--- src/common/uart_reg_pkg.sv ---
// uart register controller shared constants, register map and bus structs
package uart_reg_pkg;

    // ----------------------------------------------------------------------
    // frame codes
    // ----------------------------------------------------------------------
    localparam logic [31:0] head_code  = 32'he7e7_e7e7;  // precedes every host frame
    localparam logic [7:0]  reply_code = 8'h55;          // first byte of each reply

    // ----------------------------------------------------------------------
    // register map, 7-bit addresses
    // ----------------------------------------------------------------------
    localparam logic [6:0] addr_version   = 7'h00;  // read only
    localparam logic [6:0] addr_test      = 7'h02;  // scratch byte
    localparam logic [6:0] addr_hotreset  = 7'h04;  // hot reset enable in bit 0
    localparam logic [6:0] addr_switch    = 7'h0e;  // open/clear enables, switch number
    localparam logic [6:0] addr_status_lo = 7'h31;  // status word [7:0]
    localparam logic [6:0] addr_status_hi = 7'h32;  // status word [15:8]

    // ----------------------------------------------------------------------
    // structs
    // ----------------------------------------------------------------------

    // one register access decoded from the rx stream
    typedef struct packed {
        logic       valid;  // single cycle strobe
        logic       write;  // 0 for a read
        logic [6:0] addr;
        logic [7:0] wdata;
    } reg_access_t;

    // queued read answer, sent as 55, addr, data
    typedef struct packed {
        logic [7:0] addr;
        logic [7:0] data;
    } reg_reply_t;

    // control outputs toward the configuration logic
    typedef struct packed {
        logic       hotreset_en;
        logic       open_sw_en;
        logic       clear_sw_en;
        logic [1:0] open_sw_num;
    } ctrl_out_t;

endpackage

--- src/source/sync_fifo.sv ---
// single clock FIFO with type parameter payload and full, almost full, empty flags
`timescale 1ns/1ns
module sync_fifo #(
    parameter type payload_t   = logic [7:0],
    parameter int  depth       = 32,
    parameter int  afull_level = 16
) (
    input  logic     sys_clk,
    input  logic     sys_rst_n,
    input  logic     push,
    input  payload_t push_data,
    input  logic     pop,
    output payload_t head_data,
    output logic     full,
    output logic     afull,
    output logic     empty
);

    localparam int ptr_w = (depth > 1) ? $clog2(depth) : 1;
    localparam int cnt_w = $clog2(depth + 1);

    payload_t           mem [depth];
    logic [ptr_w-1:0]   wr_ptr;
    logic [ptr_w-1:0]   rd_ptr;
    logic [cnt_w-1:0]   count;
    logic               do_push;
    logic               do_pop;

    assign do_push = push && !full;   // overflow is dropped
    assign do_pop  = pop && !empty;

    assign full      = (count == cnt_w'(depth));
    assign afull     = (count >= cnt_w'(afull_level));
    assign empty     = (count == '0);
    assign head_data = mem[rd_ptr];   // head visible the cycle after a push

    always_ff @(posedge sys_clk)
    begin
        if (do_push)
        begin
            mem[wr_ptr] <= push_data;
        end
    end

    always_ff @(posedge sys_clk or negedge sys_rst_n)
    begin
        if (!sys_rst_n)
        begin
            wr_ptr <= '0;
            rd_ptr <= '0;
            count  <= '0;
        end
        else
        begin
            if (do_push)
                wr_ptr <= (wr_ptr == ptr_w'(depth - 1)) ? '0 : wr_ptr + 1'b1;
            if (do_pop)
                rd_ptr <= (rd_ptr == ptr_w'(depth - 1)) ? '0 : rd_ptr + 1'b1;
            if (do_push && !do_pop)
                count <= count + 1'b1;
            else if (do_pop && !do_push)
                count <= count - 1'b1;
        end
    end

endmodule

--- src/cmd_path/frame_parser.sv ---
// rx byte stream parser, finds write and read frames and issues register accesses
`timescale 1ns/1ns
module frame_parser (
    input  logic                      sys_clk,
    input  logic                      sys_rst_n,
    input  logic [7:0]                rx_data,
    input  logic                      rx_valid,
    output uart_reg_pkg::reg_access_t access
);

    logic [39:0] rx_hist;   // last five rx bytes, newest in [7:0]
    logic        wr_hit;
    logic        rd_hit;

    // ----------------------------------------------------------------------
    // frame detection on the current byte
    // ----------------------------------------------------------------------

    // head, address with bit 7 clear, then the current byte is the data
    assign wr_hit = rx_valid
                 && (rx_hist[39:8] == uart_reg_pkg::head_code)
                 && !rx_hist[7];

    // head, then the current byte is an address with bit 7 set
    assign rd_hit = rx_valid
                 && (rx_hist[31:0] == uart_reg_pkg::head_code)
                 && rx_data[7];

    always_ff @(posedge sys_clk or negedge sys_rst_n)
    begin
        if (!sys_rst_n)
            rx_hist <= '0;
        else if (rx_valid)
            rx_hist <= {rx_hist[31:0], rx_data};   // shift in newest byte
    end

    // ----------------------------------------------------------------------
    // access register, one cycle after the closing byte
    // ----------------------------------------------------------------------
    always_ff @(posedge sys_clk or negedge sys_rst_n)
    begin
        if (!sys_rst_n)
        begin
            access <= '0;
        end
        else
        begin
            access.valid <= wr_hit || rd_hit;   // the two hits never overlap
            access.write <= wr_hit;
            if (wr_hit)
            begin
                access.addr  <= rx_hist[6:0];
                access.wdata <= rx_data;
            end
            else if (rd_hit)
            begin
                access.addr  <= rx_data[6:0];
                access.wdata <= '0;
            end
        end
    end

endmodule

--- src/cmd_path/reg_bank.sv ---
// register bank, applies writes, answers reads and pushes replies
`timescale 1ns/1ns
module reg_bank #(
    parameter logic [7:0] fpga_version = 8'h12
) (
    input  logic                      sys_clk,
    input  logic                      sys_rst_n,
    input  uart_reg_pkg::reg_access_t access,
    input  logic [15:0]               status_word,
    output uart_reg_pkg::ctrl_out_t   ctrl,
    output uart_reg_pkg::reg_reply_t  reply,
    output logic                      reply_push,
    input  logic                      reply_full
);

    logic [7:0] test_reg;
    logic       rd_known;       // read address is in the map
    logic [7:0] rd_data;
    logic       reply_pending;  // reply formed, waiting to enter the FIFO
    logic       rd_req;

    assign rd_req = access.valid && !access.write;

    // ----------------------------------------------------------------------
    // write side
    // ----------------------------------------------------------------------
    always_ff @(posedge sys_clk or negedge sys_rst_n)
    begin
        if (!sys_rst_n)
        begin
            test_reg         <= 8'h00;
            ctrl.hotreset_en <= 1'b0;
            ctrl.open_sw_en  <= 1'b0;
            ctrl.clear_sw_en <= 1'b0;
            ctrl.open_sw_num <= 2'd1;   // switch 1 selected out of reset
        end
        else if (access.valid && access.write)
        begin
            case (access.addr)
                uart_reg_pkg::addr_test:     test_reg         <= access.wdata;
                uart_reg_pkg::addr_hotreset: ctrl.hotreset_en <= access.wdata[0];
                uart_reg_pkg::addr_switch:
                begin
                    ctrl.open_sw_en  <= access.wdata[6];
                    ctrl.clear_sw_en <= access.wdata[4];
                    ctrl.open_sw_num <= access.wdata[1:0];
                end
                default: ;                  // other addresses are read only or unmapped
            endcase
        end
    end

    // ----------------------------------------------------------------------
    // read side
    // ----------------------------------------------------------------------
    always_comb
    begin
        rd_known = 1'b1;
        rd_data  = 8'h00;
        case (access.addr)
            uart_reg_pkg::addr_version:   rd_data = fpga_version;
            uart_reg_pkg::addr_test:      rd_data = test_reg;
            uart_reg_pkg::addr_hotreset:  rd_data = {7'b0, ctrl.hotreset_en};
            uart_reg_pkg::addr_switch:    rd_data = {1'b0, ctrl.open_sw_en, 1'b0,
                                                     ctrl.clear_sw_en, 2'b0,
                                                     ctrl.open_sw_num};
            uart_reg_pkg::addr_status_lo: rd_data = status_word[7:0];
            uart_reg_pkg::addr_status_hi: rd_data = status_word[15:8];
            default:                      rd_known = 1'b0;   // no reply
        endcase
    end

    always_ff @(posedge sys_clk)
    begin
        if (rd_req)
        begin
            reply.addr <= {1'b1, access.addr};   // echo the read address byte
            reply.data <= rd_data;
        end
    end

    always_ff @(posedge sys_clk or negedge sys_rst_n)
    begin
        if (!sys_rst_n)
            reply_pending <= 1'b0;
        else
            reply_pending <= rd_req && rd_known;
    end

    assign reply_push = reply_pending && !reply_full;   // dropped when the FIFO is full

endmodule

--- src/source/tx_arbiter.sv ---
// tx arbiter, merges flash bytes and framed replies into one valid/ready byte stream
`timescale 1ns/1ns
module tx_arbiter (
    input  logic                     sys_clk,
    input  logic                     sys_rst_n,
    input  uart_reg_pkg::reg_reply_t reply_head,
    input  logic                     reply_empty,
    output logic                     reply_pop,
    input  logic [7:0]               flash_head,
    input  logic                     flash_empty,
    output logic                     flash_pop,
    output logic [7:0]               tx_data,
    output logic                     tx_valid,
    input  logic                     tx_ready
);

    typedef enum logic [2:0] {
        st_idle,
        st_flash,
        st_reply_1,     // reply code
        st_reply_2,     // address
        st_reply_3      // data
    } tx_state_t;

    tx_state_t state;
    tx_state_t state_nxt;
    logic      xfer;

    assign tx_valid = (state != st_idle);
    assign xfer     = tx_valid && tx_ready;

    // pop when the last byte of the item leaves
    assign flash_pop = (state == st_flash) && xfer;
    assign reply_pop = (state == st_reply_3) && xfer;

    // ----------------------------------------------------------------------
    // byte select, held stable because the FIFO heads only move on pop
    // ----------------------------------------------------------------------
    always_comb
    begin
        case (state)
            st_flash:   tx_data = flash_head;
            st_reply_1: tx_data = uart_reg_pkg::reply_code;
            st_reply_2: tx_data = reply_head.addr;
            st_reply_3: tx_data = reply_head.data;
            default:    tx_data = 8'h00;
        endcase
    end

    // ----------------------------------------------------------------------
    // FSM
    // ----------------------------------------------------------------------
    always_comb
    begin
        state_nxt = state;
        case (state)
            st_idle:
            begin
                if (!flash_empty)
                    state_nxt = st_flash;       // flash wins at a reply boundary
                else if (!reply_empty)
                    state_nxt = st_reply_1;
            end
            st_flash:   if (xfer) state_nxt = st_idle;
            st_reply_1: if (xfer) state_nxt = st_reply_2;
            st_reply_2: if (xfer) state_nxt = st_reply_3;
            st_reply_3: if (xfer) state_nxt = st_idle;
            default:    state_nxt = st_idle;
        endcase
    end

    always_ff @(posedge sys_clk or negedge sys_rst_n)
    begin
        if (!sys_rst_n)
            state <= st_idle;
        else
            state <= state_nxt;
    end

endmodule

--- src/source/uart_reg_ctrl.sv ---
// uart register controller top, parser, register bank, reply and flash FIFOs, tx arbiter
`timescale 1ns/1ns
module uart_reg_ctrl #(
    parameter logic [7:0] fpga_version = 8'h12,
    parameter int         reply_depth  = 32,
    parameter int         flash_depth  = 512,
    parameter int         afull_level  = 256
) (
    input  logic                    sys_clk,
    input  logic                    sys_rst_n,
    input  logic [7:0]              rx_data,
    input  logic                    rx_valid,
    output logic [7:0]              tx_data,
    output logic                    tx_valid,
    input  logic                    tx_ready,
    input  logic [15:0]             status_word,
    input  logic [7:0]              flash_rd_data,
    input  logic                    flash_rd_valid,
    output logic                    flash_rd_afull,
    output uart_reg_pkg::ctrl_out_t ctrl
);

    uart_reg_pkg::reg_access_t access;
    uart_reg_pkg::reg_reply_t  reply;
    uart_reg_pkg::reg_reply_t  reply_head;
    logic                      reply_push;
    logic                      reply_pop;
    logic                      reply_full;
    logic                      reply_empty;
    logic [7:0]                flash_head;
    logic                      flash_push;
    logic                      flash_pop;
    logic                      flash_full;
    logic                      flash_empty;

    assign flash_push = flash_rd_valid && !flash_full;   // bytes past full are lost

    // ----------------------------------------------------------------------
    // command path
    // ----------------------------------------------------------------------
    frame_parser u_frame_parser (
        .sys_clk   (sys_clk),
        .sys_rst_n (sys_rst_n),
        .rx_data   (rx_data),
        .rx_valid  (rx_valid),
        .access    (access)
    );

    reg_bank #(
        .fpga_version (fpga_version)
    ) u_reg_bank (
        .sys_clk     (sys_clk),
        .sys_rst_n   (sys_rst_n),
        .access      (access),
        .status_word (status_word),
        .ctrl        (ctrl),
        .reply       (reply),
        .reply_push  (reply_push),
        .reply_full  (reply_full)
    );

    // ----------------------------------------------------------------------
    // queues and tx
    // ----------------------------------------------------------------------
    sync_fifo #(
        .payload_t   (uart_reg_pkg::reg_reply_t),
        .depth       (reply_depth),
        .afull_level (reply_depth)
    ) u_reply_fifo (
        .sys_clk   (sys_clk),
        .sys_rst_n (sys_rst_n),
        .push      (reply_push),
        .push_data (reply),
        .pop       (reply_pop),
        .head_data (reply_head),
        .full      (reply_full),
        .afull     (),
        .empty     (reply_empty)
    );

    sync_fifo #(
        .payload_t   (logic [7:0]),
        .depth       (flash_depth),
        .afull_level (afull_level)
    ) u_flash_fifo (
        .sys_clk   (sys_clk),
        .sys_rst_n (sys_rst_n),
        .push      (flash_push),
        .push_data (flash_rd_data),
        .pop       (flash_pop),
        .head_data (flash_head),
        .full      (flash_full),
        .afull     (flash_rd_afull),
        .empty     (flash_empty)
    );

    tx_arbiter u_tx_arbiter (
        .sys_clk     (sys_clk),
        .sys_rst_n   (sys_rst_n),
        .reply_head  (reply_head),
        .reply_empty (reply_empty),
        .reply_pop   (reply_pop),
        .flash_head  (flash_head),
        .flash_empty (flash_empty),
        .flash_pop   (flash_pop),
        .tx_data     (tx_data),
        .tx_valid    (tx_valid),
        .tx_ready    (tx_ready)
    );

endmodule

--- config.mk ---
export PLATFORM = sky130hd
export DESIGN_NAME = uart_reg_ctrl
export DESIGN_NICKNAME = d
export VERILOG_FILES = /design/src/common/uart_reg_pkg.sv /design/src/source/sync_fifo.sv /design/src/cmd_path/frame_parser.sv /design/src/cmd_path/reg_bank.sv /design/src/source/tx_arbiter.sv /design/src/source/uart_reg_ctrl.sv
export SDC_FILE = /design/constraint.sdc
export NUM_CORES = 2
export LEC_CHECK = 0
export BUFFER_PORTS_ARGS = -buffer_cell sky130_fd_sc_hd__buf_2
export CORE_ASPECT_RATIO = 0.75
export CORE_MARGIN = 2
export CORE_UTILIZATION = 25
export DETAILED_ROUTE_END_ITERATION = 10
export PLACE_DENSITY_LB_ADDON = 0.2
export REMOVE_ABC_BUFFERS = 1
export SYNTH_ARGS = -nofsm -noshare
export SYNTH_HDL_FRONTEND = slang
export SYNTH_HIERARCHICAL = 1
export SYNTH_MEMORY_MAX_BITS = 65536
export SYNTH_SLANG_ARGS = --single-unit
--- constraint.sdc ---
create_clock -name sys_clk -period 3.5 [get_ports sys_clk]
set_clock_uncertainty 0.1 [all_clocks]
set_input_delay 0.7 -clock sys_clk [delete_from_list [all_inputs] [get_ports sys_clk]]
set_output_delay 0.7 -clock sys_clk [all_outputs]
set_load 0.01 [all_outputs]
==> summary.txt <==
Floorplanning
  – Initial Util: 25.12%
  – Core ar.: 737800 sq um
  – Row cnt: 273
  – Die Footprint: 748400 sq um
  – Die Span X: 998.3 um
  – Die height: 749.7 um
  – # IOs: 52

Global route
  – Initial antenna violation count: 67
  – Total track usage: 17.43%
  – Largest net degree at the start of global routing: 143
  – Number of global-route vias before repair: 103800
  – Total grt overflow: 0
  – First-pass GRT wire length: 910.2 mm

Hold path
  – Hold path start: flash_rd_data[4]
  – Hold Crit Class: input pin to register
  – Worst Hold Endpoint: u_flash_fifo/mem[417][4]$_DFFE_PP_
  – Hold Path Depth: 1

Drt
  – WL final: 674.9 mm
  – Via count: 104800
  – Antenna Violating Nets Remaining: 0
  – 1st-iter DRT viols: 13910
  – Post-DR vias/cell: 4.903
  – DRC viols: 0
  – Per-cell routed wire length: 31.59 um
  – First-pass DRT Iterations: 7

Cells and area
  – Top Registers: u_flash_fifo/mem (4096), u_reply_fifo/mem (512), u_frame_parser/rx_hist (40)
  – Post-route cell area: 232600 sq um
  – Fillers: 70870
  – Area delta synth->final: 25.50%
  – Layout net count: 11260
  – Layout cell share with drive strength beyond 1: 36.48%
  – Number of flip-flops in the largest register: 4096
  – Register name with the most flops: u_flash_fifo/mem

Setup path
  – Startpoint Class: register
  – Critical path cell sequence: buf_12, buf_4, inv_2, buf_12, buf_6, buf_4, o211ai_1, nand4_1, a21oi_1, buf_4, o41ai_4, buf_4, nor4bb_4, clkbuf_16, and3_4, a221o_1, buf_2
  – Worst Setup SP: u_flash_fifo/rd_ptr[0]$_DFFE_PN0P_
  – CP bufs+invs: 10
  – R2R Setup Slk: 0.19 ns
  – Most Frequent Cell on Critical Path: buf_4
  – Critical Path Max Stage Delay: 0.69 ns
  – R2r startpoint: u_flash_fifo/count[3]$_DFFE_PN0P_
  – Critical path arrival: 5.49 ns
  – Crit-path max FO: 6
  – Crit Path Category: register to primary output
  – Required time worst endpoint: 2.70 ns
  – Worst R2R Path Depth: 11
  – Top cell family by delay on the critical path: buffers and inverters
  – Critical path capture point type: primary output
  – CP max stage cell: nor4bb_4
  – Worst reg2reg endpoint: u_flash_fifo/mem[366][0]$_DFFE_PP_

Placed design
  – Port-buffer cells: 51
  – Final GP Congestion: 0.8628
  – Placed instance area: 213200 sq um
  – Final HPWL DP: 469.6 mm

Clock tree
  – Clock latency on the worst-skew pair: 1.08 ns
  – Root Driver: clkbuf_16
  – Clock sinks: 4741
  – Clock transition at path regs: 0.07 ns
  – Clk buf depth: 4
  – TritonCTS clock tree: yes
  – Htree depth: 5
  – Number of buffers created by CTS: 473

Pwr
  – Power Dens Cells: 662.5 nW/um^2
  – Pleak: 73.67 nW
  – Max VDD drop: 0.5214 mV

STA
  – Final hold vios: 0
  – Final setup TNS: -21.45 ns
  – Achievable Freq: 158.9 MHz
  – Setup violators final: 8
  – Final Cycle Share: 179.8%
  – Slew @ Worst Pin: 1.260 ns
  – RSZ-0062 raised after global routing: yes
  – Max Slew Vio Count: 0
  – Min cycle time layout: 6.295 ns
  – Max_slew headroom: 15.62%
  – Final worst setup slack: -2.795 ns

Synth
  – Syn Area/Cell: 20.39 sq um
  – Post-Synthesis Cells: 9090
  – Mapped Area: 185400 sq um
  – Yosys synthesis warning count: 6

Outcome
  – Failing checks: setup timing
  – Outcome: finished with violations

Flow run
  – Max Cap Viol: 0
[report_power, final]
part / total, mW / leakage [nW] / internal (mW) / switching [mW]
Sequential: 62.8 / 41.7 / 62.5 / 0.293
Combinational: 40.2 / 24.5 / 16.6 / 23.6
Clock: 51.1 / 7.43 / 28.4 / 22.7
[worst max path at each step]
stage / end / slack (ns) / depth (start not counted)
finish: tx_data[4] / -2.79 / 17
global route: tx_data[7] / -2.86 / 17
CTS: tx_data[4] / -2.96 / 15
detailed placement: tx_data[7] / -2.86 / 16
global placement: tx_data[6] / -3.11 / 15
floorplan: tx_data[0] / -40.94 / 6
[layout make-up]
type	instances	area, sq um	area share, %
diodes	21	52.55	0.02259
clock buffers	580	12380	5.324
clock inverters	289	2897	1.245
inverters	36	147.6	0.06347
multi-input cells	3759	42120	18.10
flip-flops and latches	4741	141800	60.96
well taps	9762	12210	5.251
repair buffers	2179	21010	9.031
[through the flow]
step           power, mW  std cells  worst slack, ns  hold slack, ns  util, %
2_1_floorplan      74.30       8536           -40.94          0.3044        -
3_3_place_gp       100.7      20290           -3.110          0.3658    28.89
3_5_place_dp       100.7      20290           -2.863          0.3802    28.89
4_1_cts            153.5      21250           -2.957        0.004246    31.26
5_1_grt            158.3      21350           -2.859         0.02868    31.52
6_report           154.1      21370           -2.795         0.05920    31.53
[cell usage in the layout, fill, tap and decap left out, types with 26 or more instances in the layout]
cell type,instances
o21ai_0,120
o22ai_1,159
o21ai_1,42
o221ai_1,34
buf_4,1720
clkbuf_16,485
a22o_1,28
nor2b_1,26
clkinv_2,90
clkbuf_1,98
buf_16,33
dfrtp_1,108
buf_12,265
a22oi_1,94
inv_1,28
mux2_2,106
buf_2,40
dlygate4sd3_1,32
mux4_2,989
clkinv_1,106
buf_6,49
edfxtp_1,4623
nand2_1,277
a221oi_1,32
mux2i_1,277
a31oi_1,27
nor2_1,684
a21oi_1,82
nand3_1,55
ha_1,27
a211oi_1,33
bufinv_16,44
[what timing repair did]
action	4_1_cts	5_1_grt
gates resized for setup	208	228
pin swaps	31	50
hold buffers	33	0
endpoints found under the hold margin	230	0
cloned	9	5
setup endpoints to repair	240	297
setup buffers	55	93
[metal layers]
| metal | up-vias | GRT usage, % | routed length, um |
|---|---|---|---|
| li1 | 41990 | - | - |
| met1 | 57520 | 26.66 | 315700 |
| met2 | 4514 | 25.80 | 289600 |
| met3 | 729 | 3.298 | 54960 |
| met4 | 2 | 3.353 | 14640 |
| met5 | - | 0 | 13 |
Power figures use the tool's default switching activity.
